==> src/logic/rv_isa_pkg.sv <==
// ****************************************
// rv32i encodings and decode types
// ****************************************
`default_nettype none

package rv_isa_pkg;

  typedef enum logic [6:0] {
    opc_op     = 7'b0110011,
    opc_op_imm = 7'b0010011,
    opc_lui    = 7'b0110111,
    opc_load   = 7'b0000011,
    opc_store  = 7'b0100011,
    opc_branch = 7'b1100011,
    opc_jal    = 7'b1101111,
    opc_jalr   = 7'b1100111,
    opc_system = 7'b1110011
  } opcode_e;

  typedef enum logic [3:0] {
    alu_add, alu_sub, alu_and, alu_or, alu_xor,
    alu_slt, alu_sll, alu_srl, alu_sra,
    alu_pass_b  // lui
  } alu_op_e;

  // r and i formats
  typedef struct packed {
    logic [6:0] funct7;
    logic [4:0] rs2;
    logic [4:0] rs1;
    logic [2:0] funct3;
    logic [4:0] rd;
    opcode_e    opcode;
  } r_view_t;

  // s and b formats, immediate split around rs1/rs2
  typedef struct packed {
    logic [6:0] imm_hi;
    logic [4:0] rs2;
    logic [4:0] rs1;
    logic [2:0] funct3;
    logic [4:0] imm_lo;
    opcode_e    opcode;
  } sb_view_t;

  typedef union packed {
    r_view_t  r_view;
    sb_view_t sb_view;
  } inst_u;

  typedef struct packed {
    logic wb_en;
    logic mem_rd;
    logic mem_wr;
    logic op1_pc;     // pc relative target
    logic op2_imm;
    logic is_branch;
    logic is_jal;
    logic is_jalr;
    logic is_ecall;
    logic rs1_used;
    logic rs2_used;
  } ctrl_t;

endpackage

`default_nettype wire

==> src/logic/decode_unit.sv <==
// ****************************************
// instruction decoder
// ****************************************
`default_nettype none

module decode_unit (
  input  rv_isa_pkg::inst_u   inst,
  output rv_isa_pkg::ctrl_t   ctrl,
  output rv_isa_pkg::alu_op_e alu_op,
  output logic [31:0]         imm
);
  import rv_isa_pkg::*;

  logic [31:0] imm_i, imm_s, imm_b, imm_u, imm_j;
  logic        alt;  // funct7 bit 5, sub and sra

  function automatic alu_op_e alu_sel(input logic [2:0] funct3, input logic is_reg,
                                      input logic alt_bit);
    case (funct3)
      3'b000:  return (is_reg && alt_bit) ? alu_sub : alu_add;
      3'b001:  return alu_sll;
      3'b010:  return alu_slt;
      3'b100:  return alu_xor;
      3'b101:  return alt_bit ? alu_sra : alu_srl;
      3'b110:  return alu_or;
      3'b111:  return alu_and;
      default: return alu_add;
    endcase
  endfunction

  assign alt = inst.r_view.funct7[5];

  assign imm_i = {{20{inst.r_view.funct7[6]}}, inst.r_view.funct7, inst.r_view.rs2};
  assign imm_s = {{20{inst.sb_view.imm_hi[6]}}, inst.sb_view.imm_hi, inst.sb_view.imm_lo};
  assign imm_b = {{20{inst.sb_view.imm_hi[6]}}, inst.sb_view.imm_lo[0],
                  inst.sb_view.imm_hi[5:0], inst.sb_view.imm_lo[4:1], 1'b0};
  assign imm_u = {inst.r_view.funct7, inst.r_view.rs2, inst.r_view.rs1,
                  inst.r_view.funct3, 12'b0};
  // j immediate scattered over the r fields
  assign imm_j = {{12{inst.r_view.funct7[6]}}, inst.r_view.rs1, inst.r_view.funct3,
                  inst.r_view.rs2[0], inst.r_view.funct7[5:0], inst.r_view.rs2[4:1], 1'b0};

  always_comb begin
    ctrl   = '0;
    alu_op = alu_add;
    imm    = imm_i;
    case (inst.r_view.opcode)
      opc_op: begin
        ctrl.wb_en    = 1'b1;
        ctrl.rs1_used = 1'b1;
        ctrl.rs2_used = 1'b1;
        alu_op        = alu_sel(inst.r_view.funct3, 1'b1, alt);
      end
      opc_op_imm: begin
        ctrl.wb_en    = 1'b1;
        ctrl.op2_imm  = 1'b1;
        ctrl.rs1_used = 1'b1;
        alu_op        = alu_sel(inst.r_view.funct3, 1'b0, alt);
      end
      opc_lui: begin
        ctrl.wb_en   = 1'b1;
        ctrl.op2_imm = 1'b1;
        alu_op       = alu_pass_b;
        imm          = imm_u;
      end
      opc_load: begin
        ctrl.wb_en    = 1'b1;
        ctrl.mem_rd   = 1'b1;
        ctrl.op2_imm  = 1'b1;
        ctrl.rs1_used = 1'b1;
      end
      opc_store: begin
        ctrl.mem_wr   = 1'b1;
        ctrl.op2_imm  = 1'b1;
        ctrl.rs1_used = 1'b1;
        ctrl.rs2_used = 1'b1;
        imm           = imm_s;
      end
      opc_branch: begin
        ctrl.is_branch = 1'b1;
        ctrl.op1_pc    = 1'b1;
        ctrl.rs1_used  = 1'b1;
        ctrl.rs2_used  = 1'b1;
        alu_op         = alu_sub;  // compare by difference
        imm            = imm_b;
      end
      opc_jal: begin
        ctrl.wb_en  = 1'b1;
        ctrl.is_jal = 1'b1;
        ctrl.op1_pc = 1'b1;
        imm         = imm_j;
      end
      opc_jalr: begin
        ctrl.wb_en    = 1'b1;
        ctrl.is_jalr  = 1'b1;
        ctrl.rs1_used = 1'b1;
      end
      opc_system: begin
        ctrl.is_ecall = (inst.r_view.funct3 == 3'b000);
        ctrl.rs1_used = ctrl.is_ecall;  // reads x17
      end
      default: ;
    endcase
  end

endmodule

`default_nettype wire

==> config.mk <==
export PLATFORM = sky130hd
export DESIGN_NAME = decode_unit
export DESIGN_NICKNAME = d
export VERILOG_FILES = /design/src/logic/rv_isa_pkg.sv /design/src/logic/decode_unit.sv
export SDC_FILE = /design/constraint.sdc
export NUM_CORES = 1
export LEC_CHECK = 0
export ABC_AREA = 1
export ABC_CLOCK_PERIOD_IN_PS = 1300
export BUFFER_PORTS_ARGS = -buffer_cell sky130_fd_sc_hd__buf_2
export CORE_MARGIN = 2
export CORE_UTILIZATION = 42
export DETAILED_ROUTE_END_ITERATION = 10
export PLACE_DENSITY = 0.92
export RECOVER_POWER = 100
export SLEW_MARGIN = 20
export SYNTH_ARGS = -nofsm -noshare
export SYNTH_HDL_FRONTEND = slang
export SYNTH_SLANG_ARGS = --single-unit
==> constraint.sdc <==
create_clock -name vclk -period 1.3
set_clock_uncertainty 0.1 [all_clocks]
set_input_delay 0.065 -clock vclk [all_inputs]
set_output_delay 0.065 -clock vclk [all_outputs]
set_load 0.005 [all_outputs]
## After elaboration in Yosys (flattened, before gate mapping)

Index checks and enable logic that the tools add are counted.

| storage, ports and cells | value |
|---|---|
| register bits | 0 |
| memories kept | 0 |
| word-level logic and storage cells | 38 |
| latch bits | 0 |
| ROM bits | 0 |
| memory bits (writable) | 0 |

| operators by class | value |
|---|---|
| shift operators | 0 |
| eq/ne operators | 15 |
| reductions and logical operators | 6 |
| add/sub/neg operators | 0 |
| bitwise gates (word level) | 0 |
| $mul | 0 |
| multiplexer cells | 17 |
| div/mod/pow operators | 0 |
| order comparisons | 0 |

Operators by type and width:

| operator | number |
|---|---|
| $pmux W31 S4 | 1 |
| $eq A7 B7 Y1 const B | 4 |
| $pmux W4 S7 | 1 |
| $pmux W4 S6 | 1 |
| $eq A7 B6 Y1 const B | 3 |
| $pmux W4 S4 | 1 |
| $eq A3 B3 Y1 const B | 4 |
| $reduce_or A6 Y1 | 2 |
| $mux W1 | 11 |
| $eq A7 B2 Y1 const B | 1 |
| $eq A7 B5 Y1 const B | 1 |
| $mux W4 | 1 |
| $reduce_or A4 Y1 | 1 |
| $eq A3 B1 Y1 const B | 1 |
| $eq A3 B2 Y1 const B | 1 |
| $logic_not A3 Y1 | 1 |
| $reduce_or A3 Y1 | 1 |
| $pmux W1 S2 | 1 |
| $reduce_or A2 Y1 | 1 |

## Longest topological paths before layout

Gate-level depths: netlist (run 1).

| logic depth | value |
|---|---|
| depth after elaboration | 3 |
| depth in mapped cells | 8 |
| gate-level depth less buffers | 8 |

## Least setup slack after synthesis (run 1)

OpenSTA, ideal clock, no wires.

| path | value |
|---|---|
| path kind | input -> output |
| start point | input inst[1] (netlist name) |
| end point | output imm[1] |
| arrival | 0.858 ns |
| cell stages on the path | 7 |
| path buffers | 1 |
| setup slack | 0.277 ns |
| data required time | 1.135 ns |
| cell sequence | nand2_2 -> nor2_1 -> buf_4 -> nand3_1 -> nand2_1 -> nor2_1 -> nand2_1 |

| on the way | value |
|---|---|
| word-level cells in the longest chain between the ends | 2 |
| elaborated cells between the ends (all ways) | 5 |

RTL lines:

| element | line | source |
|---|---|---|
| from (decl) | decode_unit.sv:7 | `input rv_isa_pkg::inst_u inst,` |
| $eq A7 B7 Y1 or $eq A7 B6 Y1 (tied branches) | decode_unit.sv:47 | `case (inst.r_view.opcode)` |
| $pmux W31 S4 (*) | decode_unit.sv:47 |  |
| to (decl) | decode_unit.sv:10 | `output logic [31:0] imm` |

Mark *: on every way between the ends. The rest lies on a longest branch, timed or not.

## Final worst setup path (run 1)

| path | value |
|---|---|
| start point | input inst[2] (netlist name) |
| end point | output imm[13] |

Same word-level chain as after synthesis.

==> results of run 1 <==
-- Yosys cell counts --
| cell | n | area (um2) |
|---|---|---|
| o21ai_1 | 7 | 35.0 |
| nand3_4 | 1 | 17.5 |
| nand2_2 | 1 | 6.26 |
| nor2_4 | 3 | 33.8 |
| nand3_1 | 32 | 160 |
| nor3_1 | 1 | 5.00 |
| o21bai_1 | 1 | 7.51 |
| o211ai_1 | 1 | 7.51 |
| nand2_4 | 2 | 22.5 |
| nand2_1 | 69 | 259 |
| nand4_4 | 1 | 21.3 |
| a21oi_1 | 1 | 5.00 |
| nand4_1 | 6 | 37.5 |
| inv_1 | 23 | 86.3 |
| nor2_2 | 1 | 6.26 |
| buf_2 | 1 | 5.00 |
| o21a_1 | 1 | 7.51 |
| nand3_2 | 3 | 30.0 |
| buf_4 | 5 | 37.5 |
| nor2_1 | 40 | 150 |
| o21ai_0 | 4 | 20.0 |
| inv_2 | 3 | 11.3 |
| buf_8 | 1 | 15.0 |
-- layer usage --
layer,track usage,vias to the layer above
met5,0,-
met4,0.0470,0
li1,-,848
met3,0.0114,9
met2,0.460,89
met1,0.286,768
-- critical path, cell delays in order --
cell,delay [ns]
buf_6,0.09
buf_6,0.11
inv_2,0.04
nand2_2,0.06
nor2_4,0.22
buf_6,0.17
nand3_4,0.13
nand2_1,0.11
nor2_1,0.06
nand2_1,0.07
buf_2,0.11
-- layout by cell type, fill, tap and decap left out, drive strengths merged --
| master | instances |
|---|---|
| buf | 95 |
| nand2 | 72 |
| nor2 | 44 |
| nand3 | 37 |
| inv | 26 |
| o21ai | 11 |
| nand4 | 7 |
| clkbuf | 3 |
| nor3 | 1 |
| o21bai | 1 |
| o21a | 1 |
| o211ai | 1 |
| a21oi | 1 |
-- timing repair --
item,4_1_cts,5_1_grt
endpoints found under the setup margin,20,25
gates cloned,0,3
hold buffers,0,0
setup buffers,1,7
gates resized for setup,6,32
pin swaps,1,11
-- report_power, final --
group	total, W	leakage, nW	switching [W]	internal (W)
sequential	0	0	0	0
combinational	0.000377	1.10	0.000205	0.000172
clock	0	0	0	0
-- through the flow --
stage | utilization | setup WS (ns) | std cells | cell area [um2] | power (W)
after global placement | 0.651 | -0.0724 | 317 | 1440 | 0.000296
after floorplan | - | 0.277 | 208 | 987 | 0.000146
after CTS | 0.663 | 0.00502 | 318 | 1470 | 0.000309
after global routing | 0.767 | -0.141 | 328 | 1700 | 0.000409
after detailed placement | 0.651 | -0.111 | 317 | 1440 | 0.000302
final | 0.767 | -0.108 | 328 | 1700 | 0.000377
-- layout make-up --
| class | instances | area (um2) | share of cell area |
|---|---|---|---|
| multi-input combinational | 176 | 925 | 0.545 |
| timing repair buffer | 98 | 634 | 0.374 |
| tap | 28 | 35.0 | 0.0206 |
| inverter | 26 | 103 | 0.0605 |
-- path summary, 6_finish.rpt --
path | end | slack (ns) | start
setup / recovery | imm[13] | -0.11 | inst[2]
hold / removal | imm[22] | 0.32 | inst[22]
-- logic make-up after synthesis --
| logic type | share of synthesized area |
|---|---|
| buffers and inverters | 0.157 |
| AO/OA/AOI/OAI | 0.0837 |
| AND/OR/NAND/NOR | 0.759 |
==> run_summary.xml, run 1 <==
<?xml version="1.0" encoding="UTF-8"?>
<metrics>
  <group name="drt">
    <metric name="vias_per_cell" unit="">5.23</metric>
    <metric name="postRouteAntennaNets" unit="">0</metric>
    <metric name="detail_route.drc_violations" unit="">0</metric>
    <metric name="drt-wirelength-per-cell" unit="um">12.8</metric>
    <metric name="dr.pass1.iters" unit="">4</metric>
    <metric name="detailroute.via_count" unit="">1714</metric>
    <metric name="top_layer_used" unit="">met4</metric>
    <metric name="detailedRoute.firstIterationViolations" unit="">66</metric>
    <metric name="detailroute.wirelength.met2" unit="um">2240</metric>
    <metric name="detail_route.wirelength" unit="um">4210</metric>
    <metric name="met1_length" unit="um">1620</metric>
    <metric name="met3_wirelength" unit="um">283</metric>
  </group>
  <group name="sta">
    <metric name="clock.fmax" unit="MHz">710</metric>
    <metric name="fin_setup_tns" unit="ns">-0.679</metric>
    <metric name="post-route-period-util" unit="">1.08</metric>
    <metric name="timing.max_slew.rel_slack" unit="">0.832</metric>
    <metric name="rsz0062_at_grt" unit="">true</metric>
    <metric name="final_worst_path_setup_slack" unit="ns">-0.108</metric>
    <metric name="report.final.slew_viol_count" unit="">0</metric>
    <metric name="tightest_hold_margin" unit="ns">0.324</metric>
    <metric name="min_period" unit="ns">1.41</metric>
    <metric name="setup_violations" unit="">14</metric>
    <metric name="finalHoldViolCount" unit="">0</metric>
    <metric name="worst_max_slew_pin_slew" unit="ns">0.252</metric>
  </group>
  <group name="cells_and_area">
    <metric name="filler_cell_count" unit="">196</metric>
    <metric name="layout-drive-gt1-share" unit="">0.443</metric>
    <metric name="layout_net_count" unit="">334</metric>
    <metric name="numSequentialCells" unit="">0</metric>
    <metric name="final-seq-area" unit="um2">0</metric>
    <metric name="insertedDiodeCount" unit="">0</metric>
    <metric name="areaGrowthSynthToFinish" unit="%">71.9</metric>
    <metric name="clock_buffers" unit="">0</metric>
  </group>
  <group name="floorplanning">
    <metric name="fp.dieH" unit="um">52.5</metric>
    <metric name="initial_utilization" unit="">0.446</metric>
    <metric name="fp-row-count" unit="">17</metric>
    <metric name="floorplan.die.width" unit="um">52.5</metric>
    <metric name="num_ports" unit="">79</metric>
    <metric name="coreArea" unit="um2">2210</metric>
    <metric name="floorplan_die_area" unit="um2">2750</metric>
  </group>
  <group name="pwr">
    <metric name="power_per_cell_area" unit="nW/um2">222</metric>
    <metric name="peakVddDrop" unit="mV">0.142</metric>
    <metric name="power.leakage" unit="nW">1.10</metric>
  </group>
  <group name="placed_design">
    <metric name="finalWeightedCongestion" unit="">0.825</metric>
    <metric name="dp_hpwl" unit="um">2560</metric>
    <metric name="placement.io_buffers" unit="">79</metric>
  </group>
  <group name="global_routing">
    <metric name="gr-total-overflow" unit="">0</metric>
    <metric name="grt_pass1_wl" unit="um">5340</metric>
    <metric name="grt_start_max_net_pins" unit="">18</metric>
    <metric name="vias_in_the_first_global_route" unit="">1364</metric>
    <metric name="global_route.usage.total" unit="">0.238</metric>
    <metric name="antenna_found_initial" unit="">0</metric>
  </group>
  <group name="outcome">
    <metric name="violations" unit="">negative setup slack</metric>
    <metric name="status" unit="">finished, violations left</metric>
  </group>
  <group name="worst_setup_path">
    <metric name="critical_path_required" unit="ns">1.13</metric>
    <metric name="critPathArrivalTime" unit="ns">1.24</metric>
    <metric name="worstSetupEndpointType" unit="">output port</metric>
    <metric name="setup.worst_path.start_class" unit="">input port</metric>
    <metric name="timing.critical_path.fanout_max" unit="">8</metric>
    <metric name="timing.setup.critical_path_class" unit="">in -&gt; out</metric>
  </group>
  <group name="synthesis">
    <metric name="average_instance_area_after_synthesis" unit="um2">4.75</metric>
    <metric name="post_synth_num_cell_types" unit="">23</metric>
    <metric name="synth_seq_area_share" unit="">0</metric>
    <metric name="yosysWarningCount" unit="">0</metric>
    <metric name="syn_area" unit="um2">987</metric>
    <metric name="syn_inst" unit="">208</metric>
    <metric name="synth_nets" unit="">240</metric>
  </group>
  <group name="flow_run">
    <metric name="timing.max_cap.violations" unit="">0</metric>
  </group>
  <group name="worst_hold_path">
    <metric name="hold_class" unit="">in -&gt; out</metric>
    <metric name="hold_path_depth" unit="">4</metric>
  </group>
</metrics>
Note: power is estimated with default switching activity, not from simulation.
==> run 2, diff against run 1 <==
--- a/config.mk
+++ b/config.mk
@@ -5,13 +5,12 @@
 export SDC_FILE = /design/constraint.sdc
 export NUM_CORES = 1
 export LEC_CHECK = 0
-export ABC_AREA = 1
 export ABC_CLOCK_PERIOD_IN_PS = 1300
 export BUFFER_PORTS_ARGS = -buffer_cell sky130_fd_sc_hd__buf_2
 export CORE_MARGIN = 2
-export CORE_UTILIZATION = 42
+export CORE_UTILIZATION = 39
 export DETAILED_ROUTE_END_ITERATION = 10
-export PLACE_DENSITY = 0.92
+export PLACE_DENSITY = 0.91
 export RECOVER_POWER = 100
 export SLEW_MARGIN = 20
 export SYNTH_ARGS = -nofsm -noshare
==> run_summary.xml, run 2 <==
<?xml version="1.0" encoding="UTF-8"?>
<metrics>
  <group name="synthesis">
    <metric name="syn_inst" unit="">116</metric>
    <metric name="synthTopCellsByCount" unit="">13 x a21o_1, 12 x nand2_1, 9 x a41o_1</metric>
    <metric name="synth_top_area_cell" unit="">a21o_1</metric>
    <metric name="yosysMostFrequentCell" unit="">a21o_1</metric>
    <metric name="yosysWarningCount" unit="">0</metric>
    <metric name="syn_area" unit="um2">856</metric>
    <metric name="synth_top_area_frac" unit="">0.114</metric>
    <metric name="synth_nets" unit="">148</metric>
    <metric name="post_synth_num_cell_types" unit="">41</metric>
    <metric name="synth_seq_area_share" unit="">0</metric>
    <metric name="largest_cells_by_area_after_synthesis" unit="">a21o_1 11%, a41o_1 11%, nor2b_1 5.8%</metric>
    <metric name="average_instance_area_after_synthesis" unit="um2">7.38</metric>
  </group>
  <group name="sta">
    <metric name="post-route-period-util" unit="">1.06</metric>
    <metric name="clock.fmax" unit="MHz">723</metric>
    <metric name="worst_max_slew_pin_slew" unit="ns">0.347</metric>
    <metric name="setup_violations" unit="">13</metric>
    <metric name="finalHoldViolCount" unit="">0</metric>
    <metric name="report.final.slew_viol_count" unit="">0</metric>
    <metric name="fin_setup_tns" unit="ns">-0.297</metric>
    <metric name="final_worst_path_setup_slack" unit="ns">-0.0835</metric>
    <metric name="timing.max_slew.rel_slack" unit="">0.767</metric>
    <metric name="min_period" unit="ns">1.38</metric>
    <metric name="rsz0062_at_grt" unit="">true</metric>
  </group>
  <group name="worst_setup_path">
    <metric name="path_delay_family" unit="">compound AO/OA/AOI/OAI gates</metric>
    <metric name="critPathArrivalTime" unit="ns">1.22</metric>
    <metric name="timing.critical_path.buf_inv" unit="">2</metric>
    <metric name="timing.setup.critical_path_class" unit="">in -&gt; out</metric>
    <metric name="timing.critical_path.fanout_max" unit="">4</metric>
    <metric name="crit_chain" unit="">buf_8, or3b_4, a211oi_2, o31ai_2, a32o_1, buf_2</metric>
    <metric name="worstSetupEndpointType" unit="">output port</metric>
    <metric name="max_stage_delay" unit="ns">0.40</metric>
    <metric name="critical_path_required" unit="ns">1.13</metric>
    <metric name="setup.worst_path.start_class" unit="">input port</metric>
    <metric name="crit_slowest_cell" unit="">or3b_4</metric>
  </group>
  <group name="cells_and_area">
    <metric name="finalNonFillerCells" unit="">240</metric>
    <metric name="areaGrowthSynthToFinish" unit="%">75.0</metric>
    <metric name="layout_commonest_cell" unit="">buf_2</metric>
    <metric name="final-seq-area" unit="um2">0</metric>
    <metric name="insertedDiodeCount" unit="">0</metric>
    <metric name="clock_buffers" unit="">0</metric>
    <metric name="most-common-layout-cells" unit="">70 x buf_2, 19 x buf_4, 13 x a21o_1</metric>
    <metric name="layout_net_count" unit="">247</metric>
    <metric name="numSequentialCells" unit="">0</metric>
    <metric name="layout-drive-gt1-share" unit="">0.577</metric>
    <metric name="postLayoutCellArea" unit="um2">1500</metric>
    <metric name="filler_cell_count" unit="">179</metric>
  </group>
  <group name="drt">
    <metric name="drt-wirelength-per-cell" unit="um">14.8</metric>
    <metric name="detail_route.drc_violations" unit="">0</metric>
    <metric name="vias_per_cell" unit="">5.36</metric>
    <metric name="detailroute.via_count" unit="">1286</metric>
    <metric name="detailedRoute.firstIterationViolations" unit="">18</metric>
    <metric name="postRouteAntennaNets" unit="">0</metric>
    <metric name="dr.pass1.iters" unit="">4</metric>
    <metric name="detail_route.wirelength" unit="um">3560</metric>
  </group>
  <group name="worst_hold_path">
    <metric name="worst_hold_startpoint" unit="">inst[31]</metric>
    <metric name="hold_path_depth" unit="">2</metric>
    <metric name="worstHoldEndpoint" unit="">imm[31]</metric>
    <metric name="hold_class" unit="">in -&gt; out</metric>
  </group>
  <group name="clock_tree">
    <metric name="post_cts_hold_buffer_count" unit="">0</metric>
  </group>
  <group name="global_routing">
    <metric name="vias_in_the_first_global_route" unit="">1154</metric>
    <metric name="antenna_found_initial" unit="">0</metric>
    <metric name="grt_start_max_net_pins" unit="">20</metric>
    <metric name="gr-total-overflow" unit="">0</metric>
    <metric name="grt_pass1_wl" unit="um">5240</metric>
    <metric name="global_route.usage.total" unit="">0.252</metric>
  </group>
  <group name="outcome">
    <metric name="violations" unit="">negative setup slack</metric>
    <metric name="status" unit="">finished, violations left</metric>
  </group>
  <group name="pwr">
    <metric name="power.leakage" unit="nW">0.857</metric>
    <metric name="peakVddDrop" unit="mV">0.163</metric>
    <metric name="design_power_total" unit="W">0.000416</metric>
    <metric name="power_per_cell_area" unit="nW/um2">278</metric>
  </group>
  <group name="placed_design">
    <metric name="post-place-cells" unit="">232</metric>
    <metric name="placement.io_buffers" unit="">79</metric>
    <metric name="dp_hpwl" unit="um">2710</metric>
    <metric name="post_dp_cell_area" unit="um2">1360</metric>
    <metric name="post-place-ws" unit="ns">-0.147</metric>
    <metric name="finalWeightedCongestion" unit="">0.848</metric>
  </group>
  <group name="floorplanning">
    <metric name="coreArea" unit="um2">2020</metric>
    <metric name="fp.dieH" unit="um">50.8</metric>
    <metric name="floorplan.die.width" unit="um">50.8</metric>
    <metric name="floorplan_die_area" unit="um2">2590</metric>
    <metric name="num_ports" unit="">79</metric>
    <metric name="initial_utilization" unit="">0.423</metric>
    <metric name="fp-row-count" unit="">16</metric>
  </group>
  <group name="flow_run">
    <metric name="timing.max_cap.violations" unit="">0</metric>
  </group>
</metrics>
-- run 2: cell count changes after synthesis, moves of 4 or more --
cell     change
nand2_1     -57
nor2_1      -33
nand3_1     -29
inv_1       -19
a21o_1      +13
a41o_1       +9
nor2b_1      +8
nand4_1      -6
o21ai_1      -6
a21oi_1      +5
a22o_1       +4
buf_6        +4
-- run 2: logic make-up (layout without fill, tap and decap cells) --
group	count (synthesis)	count (layout)	synth area share
buffers and inverters	15	112	0.120
AOI/OAI and AO/OA	46	46	0.434
muxes	1	1	0.0263
xor gates and xnor gates	1	1	0.0102
and+or+nand+nor	53	53	0.409
-- run 2: how the worst max path moves through the flow --
| stage | from | endpoint | slack (ns) | cells past startpoint |
|---|---|---|---|---|
| final | inst[4] | imm[0] | -0.08 | 6 |
| after CTS | inst[4] | imm[0] | -0.07 | 6 |
| after global routing | inst[4] | imm[0] | -0.09 | 7 |
| after floorplan | inst[6] | imm[20] | 0.12 | 6 |
| after global placement | inst[3] | alu_op[0] | -0.13 | 6 |
| after detailed placement | inst[3] | alu_op[0] | -0.15 | 6 |
-- run 2: final cells by class --
type               instances  area [um2]  share of cell area
multi-input cells        101         778               0.520
repair buffers           108         671               0.448
inverters                  4        15.0              0.0100
well taps                 27        33.8              0.0226
-- run 2: metrics by stage --
step | util | hold WS, ns
6_report | 0.741 | 0.290
5_1_grt | 0.741 | 0.315
4_1_cts | 0.696 | 0.253
3_5_place_dp | 0.670 | 0.252
3_3_place_gp | 0.670 | 0.253
2_1_floorplan | - | 0.0813
-- run 2: repair_timing --
| item | 4_1_cts | 5_1_grt |
|---|---|---|
| pin swaps | 5 | 15 |
| setup buffers | 1 | 4 |
| gates resized for setup | 14 | 19 |
| cloned | 0 | 3 |
| endpoints found under the setup margin | 28 | 31 |
-- run 2: where the power goes --
part           internal, W  total, W  switching, W
Combinational     0.000213  0.000416      0.000203
Sequential               0         0             0
Clock                    0         0             0
Total             0.000213  0.000416      0.000203
-- run 2: metal layers --
layer | share of wire | track usage | vias to the layer above
li1 | - | - | 637
met1 | 0.39 | 0.303 | 594
met2 | 0.55 | 0.507 | 55
met3 | 0.057 | 0.0117 | 0
met4 | 0 | 0.0180 | 0
met5 | 0 | 0 | -
==> run 3, diff against run 2 <==
--- a/config.mk
+++ b/config.mk
@@ -8,9 +8,9 @@
 export ABC_CLOCK_PERIOD_IN_PS = 1300
 export BUFFER_PORTS_ARGS = -buffer_cell sky130_fd_sc_hd__buf_2
 export CORE_MARGIN = 2
-export CORE_UTILIZATION = 39
+export CORE_UTILIZATION = 25
 export DETAILED_ROUTE_END_ITERATION = 10
-export PLACE_DENSITY = 0.91
+export PLACE_DENSITY = 0.65
 export RECOVER_POWER = 100
 export SLEW_MARGIN = 20
 export SYNTH_ARGS = -nofsm -noshare
==> run_summary.xml, run 3 (synthesis results as in run 2) <==
<?xml version="1.0" encoding="UTF-8"?>
<metrics>
  <group name="outcome">
    <metric name="status" unit="">finished, violations left</metric>
    <metric name="violations" unit="">negative setup slack</metric>
  </group>
  <group name="pwr">
    <metric name="peakVddDrop" unit="mV">0.0975</metric>
    <metric name="power_per_cell_area" unit="nW/um2">260</metric>
    <metric name="power.share.clock" unit="">0</metric>
    <metric name="netSwitchingPower" unit="W">0.000195</metric>
    <metric name="power.leakage" unit="nW">0.872</metric>
    <metric name="power.share.switching" unit="">0.487</metric>
    <metric name="internal_power_component" unit="W">0.000205</metric>
    <metric name="power.combinational.fraction" unit="">1.000</metric>
    <metric name="seq_power_share" unit="">0</metric>
  </group>
  <group name="cells_and_area">
    <metric name="layout_net_count" unit="">249</metric>
    <metric name="filler_cell_count" unit="">376</metric>
    <metric name="final-seq-area" unit="um2">0</metric>
    <metric name="areaGrowthSynthToFinish" unit="%">79.7</metric>
    <metric name="utilization_after_layout" unit="">0.464</metric>
    <metric name="layout-drive-gt1-share" unit="">0.591</metric>
    <metric name="layout_commonest_cell" unit="">buf_2</metric>
    <metric name="clock_buffers" unit="">0</metric>
    <metric name="insertedDiodeCount" unit="">0</metric>
    <metric name="numSequentialCells" unit="">0</metric>
    <metric name="area_of_the_multi_input_gates" unit="um2">793</metric>
    <metric name="most-common-layout-cells" unit="">75 x buf_2, 23 x buf_4, 13 x a21o_1</metric>
    <metric name="finalNonFillerCells" unit="">261</metric>
  </group>
  <group name="worst_hold_path">
    <metric name="hold_path_depth" unit="">2</metric>
    <metric name="worst_hold_startpoint" unit="">inst[31]</metric>
    <metric name="hold_class" unit="">in -&gt; out</metric>
    <metric name="worstHoldEndpoint" unit="">imm[31]</metric>
  </group>
  <group name="drt">
    <metric name="detailroute.via_count" unit="">1257</metric>
    <metric name="dr.pass1.iters" unit="">4</metric>
    <metric name="postRouteAntennaNets" unit="">0</metric>
    <metric name="detail_route.wirelength" unit="um">3140</metric>
    <metric name="vias_per_cell" unit="">4.82</metric>
    <metric name="detail_route.drc_violations" unit="">0</metric>
    <metric name="detailedRoute.firstIterationViolations" unit="">54</metric>
    <metric name="drt-wirelength-per-cell" unit="um">12.0</metric>
  </group>
  <group name="placed_design">
    <metric name="dp_hpwl" unit="um">2460</metric>
    <metric name="post-place-cells" unit="">255</metric>
    <metric name="finalWeightedCongestion" unit="">0.870</metric>
    <metric name="placement.io_buffers" unit="">79</metric>
  </group>
  <group name="worst_setup_path">
    <metric name="path_delay_family" unit="">compound AO/OA/AOI/OAI gates</metric>
    <metric name="worstSetupEndpointType" unit="">output port</metric>
    <metric name="timing.critical_path.buf_inv" unit="">2</metric>
    <metric name="startpoint" unit="">inst[4]</metric>
    <metric name="setup.worst_path.start_class" unit="">input port</metric>
    <metric name="crit_slowest_cell" unit="">or3b_4</metric>
    <metric name="crit_chain" unit="">buf_8, or3b_4, a211oi_2, o31ai_1, a32o_1, buf_2</metric>
    <metric name="critPathArrivalTime" unit="ns">1.17</metric>
    <metric name="timing.critical_path.fanout_max" unit="">6</metric>
    <metric name="timing.setup.critical_path_class" unit="">in -&gt; out</metric>
    <metric name="max_stage_delay" unit="ns">0.39</metric>
    <metric name="critical_path_required" unit="ns">1.13</metric>
  </group>
  <group name="flow_run">
    <metric name="timing.max_cap.violations" unit="">0</metric>
  </group>
  <group name="sta">
    <metric name="clock.fmax" unit="MHz">750</metric>
    <metric name="timing.max_slew.rel_slack" unit="">0.756</metric>
    <metric name="final_worst_path_setup_slack" unit="ns">-0.0330</metric>
    <metric name="tightest_hold_margin" unit="ns">0.285</metric>
    <metric name="finalHoldViolCount" unit="">0</metric>
    <metric name="setup_violations" unit="">9</metric>
    <metric name="report.final.slew_viol_count" unit="">0</metric>
    <metric name="min_period" unit="ns">1.33</metric>
    <metric name="rsz0062_at_grt" unit="">true</metric>
    <metric name="post-route-period-util" unit="">1.03</metric>
    <metric name="worst_max_slew_pin_slew" unit="ns">0.363</metric>
  </group>
  <group name="global_routing">
    <metric name="antenna_found_initial" unit="">0</metric>
    <metric name="global_route.peak_usage_layer" unit="">met2</metric>
    <metric name="vias_in_the_first_global_route" unit="">1137</metric>
    <metric name="grt_util_met1" unit="">0.197</metric>
    <metric name="met3_usage" unit="">0.00541</metric>
    <metric name="gr-total-overflow" unit="">0</metric>
    <metric name="grt_start_max_net_pins" unit="">19</metric>
    <metric name="met2_usage_in_global_routing" unit="">0.261</metric>
    <metric name="grt_pass1_wl" unit="um">5020</metric>
    <metric name="global_route.usage.total" unit="">0.145</metric>
  </group>
  <group name="floorplanning">
    <metric name="fp-row-count" unit="">21</metric>
    <metric name="coreArea" unit="um2">3310</metric>
    <metric name="num_ports" unit="">79</metric>
    <metric name="floorplan.die.width" unit="um">62.5</metric>
    <metric name="fp.dieH" unit="um">62.5</metric>
    <metric name="floorplan_die_area" unit="um2">3910</metric>
    <metric name="initial_utilization" unit="">0.259</metric>
  </group>
</metrics>
## run 3: metrics by stage
step	total power [W]	TNS, ns	area [um2]	worst slack [ns]
after floorplan	0.000199	0	856	0.125
after CTS	0.000385	-0.204	1440	-0.0370
final	0.000400	-0.0771	1540	-0.0330
after global placement	0.000370	-0.667	1410	-0.0955
after detailed placement	0.000371	-0.687	1410	-0.110
after global routing	0.000438	-1.20	1540	-0.0756
## run 3: how the worst max path moves through the flow
stage	depth (start not counted)	end	slack (ns)
finish	6	imm[0]	-0.03
floorplan	6	imm[20]	0.12
global route	6	imm[0]	-0.08
global placement	6	imm[0]	-0.1
CTS	6	imm[0]	-0.04
detailed placement	6	alu_op[0]	-0.11
## run 3: power groups by stage
stage	Sequential, W	Clock [W]	Combinational (W)
6_report	0	0	0.000400
5_1_grt	0	0	0.000438
4_1_cts	0	0	0.000385
3_5_place_dp	0	0	0.000371
3_3_place_gp	0	0	0.000370
2_1_floorplan	0	0	0.000199
## run 3: layout make-up
| class | count | area share |
|---|---|---|
| multi-input cells | 102 | 0.516 |
| repair buffers | 109 | 0.437 |
| well taps | 46 | 0.0374 |
| inverters | 4 | 0.00976 |
## run 3: repair_timing
action | CTS | global route
hold buffers | 0 | 0
cloned | 0 | 2
pin swaps | 5 | 9
resized for setup | 12 | 16
buffers inserted | 0 | 4
setup endpoints to repair | 27 | 29
## run 3: metal layers
| metal | routed length [um] | share of wire |
|---|---|---|
| met5 | 0 | 0 |
| met1 | 1480 | 0.47 |
| met2 | 1530 | 0.49 |
| met4 | 0 | 0 |
| met3 | 128 | 0.041 |
